$ cat src/common/idct_config.svh
// IDCT stage dimensions
`ifndef IDCT_CONFIG_SVH
`define IDCT_CONFIG_SVH

// plane size in pixels, multiples of 8
`define IDCT_IMG_W 16
`define IDCT_IMG_H 8
`define IDCT_BLK_COLS (`IDCT_IMG_W / 8)
`define IDCT_BLK_ROWS (`IDCT_IMG_H / 8)

// sram word addresses
`define IDCT_PRE_BASE 18'd76800
`define IDCT_OUT_BASE 18'd0

// shifts after each pass
`define IDCT_T_SHIFT 8
`define IDCT_S_SHIFT 16

`endif

$ cat src/common/idct_pkg.sv
// IDCT shared types and cosine table
package idct_pkg;

	typedef logic signed [15:0] coef_t;
	typedef logic signed [31:0] acc_t;
	typedef logic [17:0] sram_addr_t;

	// C[i][j] scaled by 4096, row i is the frequency index
	function automatic coef_t c_value(input logic [2:0] i, input logic [2:0] j);
		logic [6:0] prod;
		logic [4:0] f;
		logic neg;
		coef_t mag;
		prod = {3'b000, j, 1'b1} * {4'b0000, i};
		// fold the angle (2j+1)i*pi/16 into the first quadrant
		f = (prod[4:0] > 5'd16) ? 5'd0 - prod[4:0] : prod[4:0];
		neg = (f > 5'd8);
		if (neg) begin
			f = 5'd16 - f;
		end
		case (f)
			5'd1: mag = 16'sd2008;
			5'd2: mag = 16'sd1892;
			5'd3: mag = 16'sd1702;
			5'd4: mag = 16'sd1448;
			5'd5: mag = 16'sd1137;
			5'd6: mag = 16'sd783;
			5'd7: mag = 16'sd399;
			default: mag = 16'sd0;
		endcase
		if (i == 3'd0) begin
			return 16'sd1448;
		end
		return neg ? -mag : mag;
	endfunction

endpackage

$ cat src/idct/idct_writeback.sv
// Pixel writeback and SRAM port owner
`timescale 1ns/1ps
`include "idct_config.svh"

module idct_writeback (
	input  logic                  Clock,
	input  logic                  Resetn,
	input  logic                  mac_done_i,
	input  idct_pkg::coef_t       pix_rdata_i,
	output logic [5:0]            pix_raddr_o,
	input  idct_pkg::sram_addr_t  fetch_sram_addr_i,
	output idct_pkg::sram_addr_t  sram_addr_o,
	output logic                  sram_we_n_o,
	output logic [15:0]           sram_wdata_o,
	output logic                  wb_done_o
);

	logic rd_on_q;
	logic [4:0] rd_cnt_q;
	logic issue;
	logic [4:0] issue_pair;
	logic av_q;
	logic dv_q;
	logic [4:0] dpair_q;
	logic last_col;
	logic last_row;
	logic [7:0] blk_col_q;
	logic [7:0] blk_row_q;
	idct_pkg::sram_addr_t blk_base_q;
	idct_pkg::sram_addr_t row_base_q;
	idct_pkg::sram_addr_t wr_addr_q;

	assign issue = mac_done_i || rd_on_q;
	assign issue_pair = mac_done_i ? 5'd0 : rd_cnt_q;
	assign last_col = (blk_col_q == 8'(`IDCT_BLK_COLS - 1));
	assign last_row = (blk_row_q == 8'(`IDCT_BLK_ROWS - 1));

	always_ff @(posedge Clock or negedge Resetn) begin
		if (!Resetn) begin
			rd_on_q <= 1'b0;
			rd_cnt_q <= 5'd0;
			pix_raddr_o <= 6'd0;
			av_q <= 1'b0;
			dv_q <= 1'b0;
			sram_we_n_o <= 1'b1;
			wb_done_o <= 1'b0;
			blk_col_q <= 8'd0;
			blk_row_q <= 8'd0;
			blk_base_q <= `IDCT_OUT_BASE;
			row_base_q <= `IDCT_OUT_BASE;
		end else begin
			av_q <= issue;
			dv_q <= av_q;
			wb_done_o <= dv_q && (dpair_q == 5'd31);
			sram_we_n_o <= !dv_q;
			if (issue) begin
				pix_raddr_o <= {issue_pair, 1'b0};
				rd_cnt_q <= issue_pair + 5'd1;
				rd_on_q <= (issue_pair != 5'd31);
			end
			if (mac_done_i) begin
				row_base_q <= blk_base_q;
			end else if (dv_q && dpair_q[1:0] == 2'd3) begin
				row_base_q <= row_base_q + 18'(`IDCT_IMG_W / 2);
			end
			// step to the next block once its last pair is written
			if (dv_q && dpair_q == 5'd31) begin
				if (last_col && last_row) begin
					blk_base_q <= `IDCT_OUT_BASE;
					blk_col_q <= 8'd0;
					blk_row_q <= 8'd0;
				end else if (last_col) begin
					blk_base_q <= blk_base_q + 18'd4 + 18'(7 * (`IDCT_IMG_W / 2));
					blk_col_q <= 8'd0;
					blk_row_q <= blk_row_q + 8'd1;
				end else begin
					blk_base_q <= blk_base_q + 18'd4;
					blk_col_q <= blk_col_q + 8'd1;
				end
			end
		end
	end

	always_ff @(posedge Clock) begin
		dpair_q <= pix_raddr_o[5:1];
		if (dv_q) begin
			wr_addr_q <= row_base_q + 18'(dpair_q[1:0]);
			sram_wdata_o <= pix_rdata_i;
		end
	end

	assign sram_addr_o = sram_we_n_o ? fetch_sram_addr_i : wr_addr_q;

	// fetch must sit idle while pixels go out
	a_fetch_idle_on_write: assert property (@(posedge Clock) disable iff (!Resetn)
		!sram_we_n_o |-> $stable(fetch_sram_addr_i));

endmodule

$ cat config.mk
export PLATFORM = sky130hd
export DESIGN_NAME = idct_writeback
export DESIGN_NICKNAME = d
export VERILOG_FILES = /design/src/common/idct_pkg.sv /design/src/idct/idct_writeback.sv
export VERILOG_INCLUDE_DIRS = /design/src /design/src/common
export SDC_FILE = /design/constraint.sdc
export NUM_CORES = 1
export LEC_CHECK = 0
export BUFFER_PORTS_ARGS = -buffer_cell sky130_fd_sc_hd__buf_4
export CORE_AREA = 2 2 103 105
export CTS_BUF_LIST = sky130_fd_sc_hd__clkbuf_8 sky130_fd_sc_hd__clkbuf_16
export DETAILED_ROUTE_END_ITERATION = 6
export DIE_AREA = 0 0 105 107
export PLACE_DENSITY_LB_ADDON = 0.08
export RECOVER_POWER = 25
export SYNTH_ARGS = -nofsm -noshare
export SYNTH_HDL_FRONTEND = slang
export SYNTH_SLANG_ARGS = --single-unit
$ cat constraint.sdc
create_clock -name Clock -period 2.7 [get_ports Clock]
set_input_delay 0.405 -clock Clock [delete_from_list [all_inputs] [get_ports Clock]]
set_output_delay 0.405 -clock Clock [all_outputs]
set_load 0.01 [all_outputs]
# == Word-level counts from Yosys, hierarchy flattened ==
# Index checks and enable logic that the tools add are counted.
# classes
addsub,7
eq_ne,4
mux,10
n_reduce_logical,9
# ops
cell,count
two-way mux 18 bit,5
two-way mux 8 bit,4
adder 18 x 2 -> 18 bit,1
"adder 18 x 3 -> 18 bit, second input constant",1
"adder 18 x 4 -> 18 bit, second input constant",1
"adder 18 x 6 -> 18 bit, second input constant",1
"adder 8 x 1 -> 8 bit, second input constant",2
"equality test 8 x 1 -> 1 bit, second input constant",1
logical NOT 8 bit,1
"adder 5 x 1 -> 5 bit, second input constant",1
"equality test 5 bit, second input constant",1
two-way mux 5 bit,1
"inequality test 5 bit, second input constant",1
nonzero test 2 bit,2
logical AND 1 bit,3
"equality test 2 bit, second input constant",1
AND reduction 2 bit,1
logical NOT 1 bit,1
logical OR 1 bit,1
# totals
regBits,106
input_bits,37

# == Depth between registers and ports, before layout ==
# logic_depth
depth_word,4
mapped_depth,10

# == Least setup slack after synthesis ==
# OpenSTA, ideal clock, no wires.
# synth_path
kind,register to register
startpoint,register blk_col_q[1]
endpoint,register blk_base_q[17]
setup_time_ps,121
arrival_time_ps,2603
t_required_ps,2579
path_slack_ps,-24
path_stages_with_launch,11
synth_period_minus_slack_ps,2724
path_cell_list,dfrtp_1 > inv_1 > ha_1 > or4b_1 > or4_1 > buf_6 > a221oi_4 > nor3b_4 > nand4_1 > a31o_1 > a22o_1
# synth_via
elab_chain_len,3
word_cells_on_any_way,4
# synth_rtl
item,line,source
from (decl),idct_writeback.sv:27,logic [7:0] blk_col_q;
from (signal assigned),idct_writeback.sv:78,blk_col_q <= blk_col_q + 8'd1;
equality test 8 x 1 -> 1 bit *,idct_writeback.sv:35,assign last_col = (blk_col_q == 8'(`IDCT_BLK_COLS - 1));
two-way mux 18 bit / logical AND 1 bit (equally long branches),"idct_writeback.sv:72, idct_writeback.sv:68",
two-way mux 18 bit *,idct_writeback.sv:68,if (last_col && last_row) begin
to (signal assigned),idct_writeback.sv:69,blk_base_q <= `IDCT_OUT_BASE;
to (signal assigned),idct_writeback.sv:73,blk_base_q <= blk_base_q + 18'd4 + 18'(7 * (`IDCT_IMG_W / 2));
to (signal assigned),idct_writeback.sv:77,blk_base_q <= blk_base_q + 18'd4;
to (decl),idct_writeback.sv:29,idct_pkg::sram_addr_t blk_base_q;
# Mark *: on every way between the ends. The rest lies on a longest branch, timed or not.
# A chain may end at the register's enable or synchronous reset.

# == Worst setup path in the final report ==
# layout_path
startpoint,register blk_col_q[1]
endpoint,register blk_base_q[16]
# Same word-level chain as after synthesis.

==> out/qor.yml <==
global_route:
  grt_max_degree: 64
  grt_pass1_vias: 3779
  antenna_found_initial: 0
  grt_pass1_wl_mm: 17.6
  grt_usage: 0.190
  grt-ovfl-total: 0
power_and_ir_drop:
  power.density_mw_per_mm2: 449
  ir_drop_mv: 0.269
  p_leak_nw: 2.66
  power_mw: 2.70
setup_path:
  crit_path_max_fanout: 6
  crit_end: "blk_base_q[16]$_DFFE_PN0P_"
  path_class: "flop to flop"
  cp_slowest_stage_delay_ns: 0.47
  ff2ff_path_depth: 10
  critPathRequiredTime_ns: 2.96
  r2r-start: "blk_col_q[1]$_DFFE_PN0P_"
  setup.worst_path.start: "blk_col_q[1]$_DFFE_PN0P_"
  timing.rr.end: "blk_base_q[16]$_DFFE_PN0P_"
  reg2reg_slack_ns: 0.06
  cp_slowest_cell: "or4_4"
  critPathLaunchType: "flop"
  crit_arrival_ns: 2.89
  endpoint_kind: "flop"
  crit_chain: "inv_2 -> ha_4 -> or4b_4 -> or4_4 -> a221oi_4 -> nor3b_4 -> buf_4 -> a31oi_1 -> o221ai_1 -> o41ai_1"
status:
  status: "finished, violations left"
  violations: "max-capacitance violations, max-slew violations"
routing:
  met3_length_um: 532
  wire_per_inst_um: 14.4
  wl_met2_mm: 4.72
  viasPerCell: 5.43
  ant_nets: 0
  drt_pass1_iterations: 5
  drc: 0
  drtIter0Drc: 200
  wirelength_mm: 10.1
  vias: 3804
  wl_met1_mm: 4.72
  top_layer: "met4"
synthesis:
  ys_ff_latch: 102
  async_reset_ff_frac: 0.618
  dominantRegCellSynth: "dfrtp_1"
  mappedNetlistNets: 532
  ys_types: 52
  synth_area_mm2: 0.00502
  synth_top_cell_by_area: "dfrtp_1"
  avgSynthCellArea_um2: 10.3
  ys_warn_count: 0
  syn_inst: 486
  ys_seq_area_frac: 0.538
  synth-edff-count: 34
  synth_top_area_frac: 0.309
  synth_area_leaders: "dfrtp_1 (31%), edfxtp_1 (20%), mux2_2 (4.9%)"
timing:
  slew_viol_final: 64
  max_freq_ghz: 0.379
  rsz0062_at_grt: "true"
  worstMarginPinSlew_ns: 1.58
  finalSetupViolations: 0
  finalHoldViolCount: 0
  tns_ns: 0
  fin_crit_sh: 0.976
  hold_ws_ns: 0.229
  max_slew_margin: -0.0564
  fin_crit_ns: 2.64
  fin_skew_ns: 0.0189
placed_design:
  dp_hpwl_mm: 7.13
  place_inst: 682
  port-buffer-count: 77
  dpl_cell_area_mm2: 0.00579
  gp_congestion: 0.829
finish:
  fin_cells: 700
  layout-drive-gt1-share: 0.268
  layout_common_cells: "buf_4 (88), dfrtp_1 (62), nand2_1 (50)"
  num_antenna_cells: 0
  final_nets: 605
  syn_to_final_growth_pct: 19.8
  final_common_cell: "buf_4"
  design_area_mm2: 0.00601
die:
  initial_core_util: 0.498
  num_io_pins: 79
  num_rows: 37
  die_area_mm2: 0.0112
  coreArea_mm2: 0.0101
  fp.dieH_um: 107
  die_width_um: 105
clock_network:
  holdBufCountCts: 0
  path_clk_slew_ns: 0.12
  cts_buffers: 9
  cts_num_sinks: 102
  htree_levels: 3
  clock_path_buffers: 2
  cts.root.buffer_cell: "clkbuf_8"
  cts_tree: "done"
  clkLatencyLatePin_ns: 0.37
worst_hold_path:
  holdCritPathClass: "input port to flop"
job:
  max_cap_violations: 1
==> report_power, final <==
group,internal [mW],total [mW],switching (mW)
clock network,0.358,0.925,0.567
logic,0.0710,0.133,0.0622
registers,1.62,1.64,0.0171
total,2.05,2.70,0.646
==> logic make-up (layout without fill, tap and decap cells) <==
kind of cell	after synthesis	in the layout	share of synthesized area
adder cells (fa/ha/maj)	9	9	0.0224
buffers and inverters	58	136	0.0461
flip-flops	102	102	0.538
AO/OA/AOI/OAI	106	106	0.128
XOR/XNOR	28	28	0.0488
multiplexers	27	27	0.0593
other	1	1	0.000747
AND/OR/NAND/NOR	155	155	0.157
==> cell usage after synthesis (3+ instances only) <==
library cell and n:
nor2_1 26, xor2_1 14, edfxtp_1 34, nor3_1 8
and3_1 10, mux2i_1 5, o22ai_1 5, xnor2_1 14
dfxtp_1 5, a211oi_1 5, inv_1 15, a21oi_1 21
nor2b_1 6, ha_1 9, o21ai_0 45, nor4_1 6
a31oi_1 12, or3_1 3, nand4_1 11, o31ai_1 4
and4_1 4, mux2_2 22, and2_1 3, nand3_1 17
nand2_1 50, clkbuf_1 39, dfrtp_1 62
==> what timing repair did <==
action,CTS,global route
resized for setup,1,4
buffers inserted,0,2
endpoints found under the setup margin,2,5
pin swaps,0,1
==> worst min path at each step <==
stage | start | to | cells past startpoint
finish | pix_rdata_i[10] | sram_wdata_o[10]$_DFFE_PP_ | 1
CTS | Resetn | blk_row_q[6]$_DFFE_PN0P_ | 1
detailed placement | av_q$_DFF_PN0_ | dv_q$_DFF_PN0_ | 0
global placement | av_q$_DFF_PN0_ | dv_q$_DFF_PN0_ | 0
global route | pix_rdata_i[3] | sram_wdata_o[3]$_DFFE_PP_ | 1
floorplan | Resetn | av_q$_DFF_PN0_ | 0
==> sequential cells by signal, summed over array words and instances, names as in the netlist <==
name,flops
row_base_q,16
blk_base_q,16
pix_raddr_o,5
dv_q,1
rd_cnt_q,5
blk_col_q,8
av_q,1
sram_we_n_o,1
wb_done_o,1
sram_wdata_o,16
dpair_q,5
wr_addr_q,18
blk_row_q,8
rd_on_q,1
==> layout make-up <==
type                       instances  area (µm²)
inverter                          15        56.3
tap                              136         170
clock buffer                       9         124
clock inverter                     7        67.6
timing repair buffer             105         786
fill                             842        4080
sequential                       102        2700
multi-input combinational        326        2110
==> critical path, delay by kind of cell (launching register included) <==
family                     cells  cell delay, ns
adders and majority gates      1            0.11
DFF                            1            0.40
and+or+nand+nor                3            1.15
AOI/OAI and AO/OA              4            0.63
buffers and inverters          2            0.24
==> per-layer routing <==
metal | vias to the layer above | global-route usage
met5 | - | 0
met4 | 0 | 0.0619
met3 | 12 | 0.0310
met2 | 132 | 0.319
met1 | 1775 | 0.255
li1 | 1885 | -
==> per-stage QoR <==
stage | utilization | setup slack [ns]
after floorplan | - | -0.0240
final | 0.596 | 0.0648
after CTS | 0.593 | 0.0258
after detailed placement | 0.574 | -0.0524
after global routing | 0.596 | -0.0565
after global placement | 0.574 | 0.0245
Note: power is estimated with default switching activity, not from simulation.
