$ cat config.mk
export PLATFORM = sky130hd
export DESIGN_NAME = idct_block_fetch
export DESIGN_NICKNAME = d
export VERILOG_FILES = /design/src/common/idct_pkg.sv /design/src/idct/idct_block_fetch.sv
export VERILOG_INCLUDE_DIRS = /design/src /design/src/common
export SDC_FILE = /design/constraint.sdc
export NUM_CORES = 1
export LEC_CHECK = 0
export BUFFER_PORTS_ARGS = -buffer_cell sky130_fd_sc_hd__buf_2
export CAP_MARGIN = 30
export CORE_MARGIN = 2
export CORE_UTILIZATION = 45
export CTS_CLUSTER_DIAMETER = 80
export DETAILED_ROUTE_END_ITERATION = 10
export GPL_TIMING_DRIVEN = 1
export PLACE_DENSITY = 0.66
export SLEW_MARGIN = 0
export SYNTH_ARGS = -nofsm -noshare
export SYNTH_HDL_FRONTEND = slang
export SYNTH_SLANG_ARGS = --single-unit
export TNS_END_PERCENT = 30
$ cat constraint.sdc
create_clock -name Clock -period 2.5 [get_ports Clock]
set_clock_uncertainty 0.1 [all_clocks]
set_input_delay 0.125 -clock Clock [delete_from_list [all_inputs] [get_ports Clock]]
set_output_delay 0.125 -clock Clock [all_outputs]
set_load 0.05 [all_outputs]
$ cat src/common/idct_config.svh
// IDCT stage dimensions
`ifndef IDCT_CONFIG_SVH
`define IDCT_CONFIG_SVH

// plane size in pixels, multiples of 8
`define IDCT_IMG_W 16
`define IDCT_IMG_H 8
`define IDCT_BLK_COLS (`IDCT_IMG_W / 8)
`define IDCT_BLK_ROWS (`IDCT_IMG_H / 8)

// sram word addresses
`define IDCT_PRE_BASE 18'd76800
`define IDCT_OUT_BASE 18'd0

// shifts after each pass
`define IDCT_T_SHIFT 8
`define IDCT_S_SHIFT 16

`endif

$ cat src/common/idct_pkg.sv
// IDCT shared types and cosine table
package idct_pkg;

	typedef logic signed [15:0] coef_t;
	typedef logic signed [31:0] acc_t;
	typedef logic [17:0] sram_addr_t;

	// C[i][j] scaled by 4096, row i is the frequency index
	function automatic coef_t c_value(input logic [2:0] i, input logic [2:0] j);
		logic [6:0] prod;
		logic [4:0] f;
		logic neg;
		coef_t mag;
		prod = {3'b000, j, 1'b1} * {4'b0000, i};
		// fold the angle (2j+1)i*pi/16 into the first quadrant
		f = (prod[4:0] > 5'd16) ? 5'd0 - prod[4:0] : prod[4:0];
		neg = (f > 5'd8);
		if (neg) begin
			f = 5'd16 - f;
		end
		case (f)
			5'd1: mag = 16'sd2008;
			5'd2: mag = 16'sd1892;
			5'd3: mag = 16'sd1702;
			5'd4: mag = 16'sd1448;
			5'd5: mag = 16'sd1137;
			5'd6: mag = 16'sd783;
			5'd7: mag = 16'sd399;
			default: mag = 16'sd0;
		endcase
		if (i == 3'd0) begin
			return 16'sd1448;
		end
		return neg ? -mag : mag;
	endfunction

endpackage

$ cat src/idct/idct_block_fetch.sv
// Block sequencer and coefficient fetch
`timescale 1ns/1ps
`include "idct_config.svh"

module idct_block_fetch (
	input  logic                  Clock,
	input  logic                  Resetn,
	input  logic                  start_i,
	input  logic                  wb_done_i,
	input  idct_pkg::coef_t       sram_rdata_i,
	output idct_pkg::sram_addr_t  fetch_sram_addr_o,
	output logic                  buf_we_o,
	output logic [5:0]            buf_waddr_o,
	output idct_pkg::coef_t       buf_wdata_o,
	output logic                  fetch_done_o,
	output logic                  done_o
);

	logic busy_q;
	logic iss_on_q;
	logic [5:0] cnt_q;
	logic [7:0] blk_col_q;
	logic [7:0] blk_row_q;
	idct_pkg::sram_addr_t blk_base_q;
	idct_pkg::sram_addr_t row_base_q;
	idct_pkg::sram_addr_t next_base;
	idct_pkg::sram_addr_t iss_addr;
	logic last_col;
	logic last_blk;
	logic kick;
	logic iss_now;
	logic [5:0] iss_idx;
	// sram latency line, one entry per cycle
	logic [2:0] dl_v_q;
	logic [5:0] dl_idx_q [3];

	assign last_col = (blk_col_q == 8'(`IDCT_BLK_COLS - 1));
	assign last_blk = last_col && (blk_row_q == 8'(`IDCT_BLK_ROWS - 1));
	assign kick = (start_i && !busy_q) || (wb_done_i && busy_q && !last_blk);
	assign iss_now = kick || iss_on_q;
	assign iss_idx = kick ? 6'd0 : cnt_q;

	always_comb begin
		if (!busy_q) begin
			next_base = `IDCT_PRE_BASE;
		end else if (last_col) begin
			// jump down to the next block row
			next_base = blk_base_q + 18'd8 + 18'(7 * `IDCT_IMG_W);
		end else begin
			next_base = blk_base_q + 18'd8;
		end
		if (kick) begin
			iss_addr = next_base;
		end else if (cnt_q[2:0] == 3'd0) begin
			iss_addr = row_base_q + 18'(`IDCT_IMG_W);
		end else begin
			iss_addr = row_base_q + 18'(cnt_q[2:0]);
		end
	end

	always_ff @(posedge Clock or negedge Resetn) begin
		if (!Resetn) begin
			busy_q <= 1'b0;
			iss_on_q <= 1'b0;
			cnt_q <= 6'd0;
			blk_col_q <= 8'd0;
			blk_row_q <= 8'd0;
			blk_base_q <= `IDCT_PRE_BASE;
			row_base_q <= `IDCT_PRE_BASE;
			fetch_sram_addr_o <= `IDCT_PRE_BASE;
			dl_v_q <= 3'b000;
			fetch_done_o <= 1'b0;
			done_o <= 1'b0;
		end else begin
			dl_v_q <= {dl_v_q[1:0], iss_now};
			fetch_done_o <= dl_v_q[1] && (dl_idx_q[1] == 6'd63);
			done_o <= wb_done_i && busy_q && last_blk;
			if (wb_done_i && busy_q && last_blk) begin
				busy_q <= 1'b0;
			end
			if (kick) begin
				busy_q <= 1'b1;
				blk_base_q <= next_base;
				row_base_q <= next_base;
				blk_col_q <= (!busy_q || last_col) ? 8'd0 : blk_col_q + 8'd1;
				blk_row_q <= !busy_q ? 8'd0 : (last_col ? blk_row_q + 8'd1 : blk_row_q);
			end else if (iss_on_q && cnt_q[2:0] == 3'd0) begin
				row_base_q <= row_base_q + 18'(`IDCT_IMG_W);
			end
			if (iss_now) begin
				fetch_sram_addr_o <= iss_addr;
				cnt_q <= iss_idx + 6'd1;
				iss_on_q <= (iss_idx != 6'd63);
			end
		end
	end

	always_ff @(posedge Clock) begin
		dl_idx_q[0] <= iss_idx;
		dl_idx_q[1] <= dl_idx_q[0];
		dl_idx_q[2] <= dl_idx_q[1];
	end

	assign buf_we_o = dl_v_q[2];
	assign buf_waddr_o = dl_idx_q[2];
	assign buf_wdata_o = sram_rdata_i;

	// a new image may only start once the last one has finished
	a_no_start_busy: assert property (@(posedge Clock) disable iff (!Resetn)
		start_i |-> !busy_q);

endmodule

# After elaboration in Yosys (flattened, before gate mapping)

Memory sizes are Yosys's and may differ from the RTL's.
Cells that the tools add are included.

Output and inout port bits: 43
Memory bits (writable): 18
Logic and storage cells: 52
Memories: 1
Flip-flop bits (word level): 83

Add/sub/neg operators: 7
Eq/ne operators: 4
Muxes and demuxes: 12
Reductions and logical operators: 17

Memories:

| name     | depth | width | read ports | clocked after memory_dff | wr ports | RTL line               | source |
|---|---|---|---|---|---|---|---|
| dl_idx_q | 3     | 6     | 3          | 0                        | 3        | idct_block_fetch.sv:35 | `logic [5:0] dl_idx_q [3];` |

Operators by type and width:

| kind                                                  | count |
|---|---|
| 2-to-1 mux 18 bit                                     | 6 |
| 2-to-1 mux 8 bit                                      | 3 |
| adder 18 x 3 -> 18 bit                                | 1 |
| adder 18 x 4 -> 18 bit, second input constant         | 1 |
| adder 18 x 5 -> 18 bit, second input constant         | 1 |
| adder 18 x 7 -> 18 bit, second input constant         | 1 |
| adder 8 x 1 -> 8 bit, second input constant           | 2 |
| equality test 8 x 1 -> 1 bit, second input constant   | 1 |
| zero test 8 bit                                       | 1 |
| logical AND 1 bit                                     | 7 |
| adder 6 x 1 -> 6 bit, second input constant           | 1 |
| equality test 6 bit, second input constant            | 1 |
| 2-to-1 mux 6 bit                                      | 1 |
| inequality test 6 bit, second input constant          | 1 |
| nonzero test 2 bit                                    | 2 |
| zero test 3 bit                                       | 1 |
| logical OR 1 bit                                      | 3 |
| zero test 1 bit                                       | 2 |
| 2-to-1 mux 1 bit                                      | 2 |
| inequality test 2 x 1 -> 1 bit, second input constant | 1 |
| AND reduction 2 bit                                   | 1 |

# Longest topological paths before layout

Word-level depth: 7
Depth in mapped cells: 10

# Worst setup path after synthesis

Ideal clock, no wire load.

Path type: reg2reg
Start: register blk_base_q[3]
End: register blk_base_q[15]
Stages on the path, launching flop included: 8
Slack: 0.052 ns
Clock period less this slack: 2.448 ns
Required time: 2.282 ns
Library setup time: 0.118 ns
Data arrival time: 2.230 ns
Path through: dfrtp_1 > ha_1 > buf_4 > or4_4 > a32oi_4 > o211ai_2 > or3b_1 > a21o_1

Cells in the longest elaborated chain, start to end: 4

Ends and longest elaborated chain:

| what                     | RTL line                                       | source |
|---|---|---|
| start: declaration       | idct_block_fetch.sv:24                         | `idct_pkg::sram_addr_t blk_base_q;` |
| start signal: assignment | idct_block_fetch.sv:68                         | `` blk_base_q <= `IDCT_PRE_BASE; `` |
| start signal: assignment | idct_block_fetch.sv:83                         | `blk_base_q <= next_base;` |
| adder 18 x 4 -> 18 bit * | idct_block_fetch.sv:48, idct_block_fetch.sv:50 |  |
| adder 18 x 7 -> 18 bit   | idct_block_fetch.sv:48                         | `` next_base = blk_base_q + 18'd8 + 18'(7 * `IDCT_IMG_W); `` |
| 2-to-1 mux 18 bit *      | idct_block_fetch.sv:46                         | `end else if (last_col) begin` |
| 2-to-1 mux 18 bit *      | idct_block_fetch.sv:44                         | `if (!busy_q) begin` |

Every way passes the cells marked *; elsewhere a longest branch is shown, timed or not.
A chain may end at the register's enable or synchronous reset.

# Final worst setup path

Start: register blk_base_q[4]
End: register row_base_q[15]

Cells in the longest elaborated chain, start to end: 5

Ends and longest elaborated chain:

| what                     | RTL line                                       | source |
|---|---|---|
| adder 18 x 4 -> 18 bit * | idct_block_fetch.sv:48, idct_block_fetch.sv:50 |  |
| adder 18 x 7 -> 18 bit   | idct_block_fetch.sv:48                         |  |
| 2-to-1 mux 18 bit *      | idct_block_fetch.sv:46                         |  |
| 2-to-1 mux 18 bit *      | idct_block_fetch.sv:44                         |  |
| 2-to-1 mux 18 bit *      | idct_block_fetch.sv:81                         | `if (kick) begin` |
| end signal: assignment   | idct_block_fetch.sv:69                         | `` row_base_q <= `IDCT_PRE_BASE; `` |
| end signal: assignment   | idct_block_fetch.sv:84                         | `row_base_q <= next_base;` |
| end signal: assignment   | idct_block_fetch.sv:88                         | `` row_base_q <= row_base_q + 18'(`IDCT_IMG_W); `` |
| end: declaration         | idct_block_fetch.sv:25                         | `idct_pkg::sram_addr_t row_base_q;` |

Marks and branches as above.

==> results.tsv <==
stage	metric	value	unit
placed_design	Inst Count DP	782	
clock_tree	Max Root-Sink Buffers	2	
global_route	met2 Use GR	33.06	%
final_layout	share of layout cells above drive strength 1	24.09	%
yosys	post-synth net total	614	
yosys	top-count cell post-synth	dfrtp_1	
global_route	Tot GR Track Use	21.04	%
clock_tree	Root Driver	clkbuf_16	
timing	RSZ-0062 raised after global routing	yes	
run_status	run status	complete, but fails checks	
yosys	Post-synth EDFFs	0	
timing	Final Setup Violations	3	
floorplan	Placement Rows	40	
critical_path	slowest stage cell, crit path	or4_4	
timing	Slew headroom	64.59	%
yosys	Distinct cells, synth	72	
floorplan	I/O pin count	63	
clock_tree	H-tree depth	3	
yosys	biggest area consumer among synthesized cells	dfrtp_1	
pwr	Design Power	7.019	mW
yosys	count of state elements after synthesis	101	
clock_tree	clock sink total	101	
critical_path	arrival time at the worst endpoint	2660	ps
final_layout	final core occ	53.96	%
job	# Max-Cap Violations	0	
global_route	initial antenna violation count	0	
floorplan	Initial Util	46.12	%
hold_path	HP Class	in2reg	
final_layout	Post-Layout Cell Count	803	
critical_path	Critical Path RT	2650	ps
timing	Hold Slack	76.75	ps
global_route	global route overflow	0	
global_route	largest net degree at the start of global routing	53	
critical_path	Slowest Stage Delay on Critical Path	540	ps
critical_path	cells along the critical path	ha_2 > buf_4 > or4_4 > a32oi_4 > o211ai_2 > or3b_4 > a21o_1	
yosys	synthesized cell area	0.005563	mm2
drt	post-route ant nets	0	
floorplan	Die ar.	0.01327	mm2
critical_path	Crit Path Class	reg2reg	
placed_design	Placement Cell Area	0.006071	mm2
final_layout	Nets	662	
yosys	Avg Synthesized Cell Area	9.558	um2
run_status	failing checks	negative setup slack	
floorplan	DIE HEIGHT	115.2	um
critical_path	type of origin of the critical path	flop	
timing	fin crit share	100.5	%
timing	setup ws final	-12.40	ps
drt	DRC viols	0	
floorplan	Die W	115.2	um
clock_tree	CTS tree	done	
final_layout	area delta synth->final	17.00	%
clock_tree	Clock Pin Slew Worst Setup and Hold Paths	70	ps
final_layout	FILL cells	1046	
global_route	grt met3 use	4.481	%
pwr	Peak VDD IR	423.6	uV
drt	vias	4459	
placed_design	hpwl dp	9527	um
global_route	vias in the first global route	4412	
global_route	grt met1 use	27.97	%
yosys	FFs w/ async S/R, synth	82.18	%
pwr	PwrDens	1078	mW/mm2
drt	routed vias/inst	5.553	
pwr	leak pwr	2.912	nW
clock_tree	worst skew pair latency	360	ps
timing	max-slew violation count	0	
floorplan	core box area	0.01206	mm2
yosys	Area contributors post-synth	dfrtp_1 (32%), dfxtp_1 (6.5%), dfstp_2 (5.7%)	
timing	setup_tns	-25.64	ps
critical_path	Max Fanout on Critical Path	5	
yosys	top cells by count, synth	dfrtp_1 (71), nand2_1 (59), nor2_1 (48), buf_4 (29), xnor2_1 (28)	
final_layout	number of diodes	0	
yosys	Mapped Cells	582	
critical_path	crit end category	flop	
timing	Tmin final	2512	ps
placed_design	dpl ws	-123.9	ps
yosys	ys flop type	dfrtp_1	
timing	FMAX	398.0	MHz
drt	Avg WL per Cell	16.70	um
yosys	share of the synthesized area in the top cell type	31.94	%
timing	final hold violation count	0	
final_layout	post-route cell area	0.006509	mm2
placed_design	buffers added on ports	30	
clock_tree	CTS buffer count	9	
drt	Initial DRC Count	418	
yosys	Seq/Total Area, Yosys	44.08	%
timing	Worst-Margin Slew	527.1	ps
drt	Total Wirelength	13410	um
placed_design	GP Congestion	0.8910	
yosys	YS warnings	0	
global_route	global routing's busiest layer	met2	
global_route	first-pass GRT wire length	21910	um
drt	drt first pass iters	4	
-- critical path: cells and delay by family, from the launching register on --
kind,cells,cell delay [ps]
AND/OR/NAND/NOR,2,930
AO/OA/AOI/OAI,3,610
flip-flops,1,390
adder cells (fa/ha/maj),1,210
buffers and inverters,1,150
-- cell families (layout without fill, tap and decap cells) --
| logic type | Yosys count | count (layout) | synth area share (%) |
|---|---|---|---|
| multiplexers | 9 | 9 | 1.642 |
| XOR/XNOR | 51 | 51 | 8.030 |
| flip-flops | 101 | 101 | 44.08 |
| AND/OR/NAND/NOR | 225 | 225 | 21.23 |
| buffers and inverters | 66 | 119 | 6.725 |
| adder cells (fa/ha/maj) | 12 | 12 | 2.834 |
| AO/OA/AOI/OAI | 118 | 118 | 15.45 |
-- cells in the final DEF (no fill, tap or decap), types with 10 or more instances in the layout --
master,Yosys,routed
nor3_1,12,12
dfxtp_1,18,18
o21ai_0,17,15
nand3_1,18,18
buf_2,1,29
and3_1,17,17
ha_1,11,10
nor2_1,48,47
xnor2_1,28,28
dfstp_2,12,12
nand2_1,59,59
nand4_1,26,26
buf_4,29,58
a21o_1,16,16
a21oi_1,20,18
dfrtp_1,71,71
xor2_1,23,23
-- layout make-up --
type,instances,area (um2),area share (%)
clock buffers,10,229.0,3.518
clock inverters,6,52.55,0.8074
inverters,9,33.78,0.5190
multi-input cells,415,2849,43.77
flip-flops and latches,101,2452,37.68
well taps,168,210.2,3.230
repair buffers,94,681.9,10.48
-- layer usage --
layer	wire length, um	vias up
met5	0	-
met3	796	24
met2	6365	125
met1	5979	2152
met4	271	0
li1	-	2158
-- state kept, by name, indices dropped and copies added, names as in the netlist --
name               flops
fetch_sram_addr_o     18
done_o                 1
busy_q                 1
dl_v_q                 3
iss_on_q               1
blk_col_q              8
blk_row_q              8
fetch_done_o           1
row_base_q            18
dl_idx_q              18
cnt_q                  6
blk_base_q            18
-- worst paths after layout --
check,slack (ps),start,end,cells past startpoint
max reg2reg,-10,blk_base_q[4],row_base_q[15],7
min in group asynchronous,160,Resetn,blk_col_q[0],2
max in group asynchronous,1320,Resetn,fetch_sram_addr_o[16],4
min,80,wb_done_i,blk_col_q[7],3
min reg2reg,230,dl_idx_q[0][2],dl_idx_q[0][8],0
max,-10,blk_base_q[4],row_base_q[15],7
-- power breakdown --
part	internal [mW]	switching, mW	total, mW
combinational	1.30	1.94	3.25
sequential	2.03	0.373	2.41
clock	0.697	0.668	1.36
total	4.03	2.98	7.02
-- repair_timing --
| action | CTS | global route |
|---|---|---|
| endpoints found under the hold margin | 45 | 0 |
| endpoints found under the setup margin | 10 | 38 |
| hold buffers | 2 | 0 |
| pin swaps | 6 | 3 |
| buffers inserted | 2 | 1 |
| gates resized for setup | 9 | 15 |
Note: power is estimated with default switching activity, not from simulation.
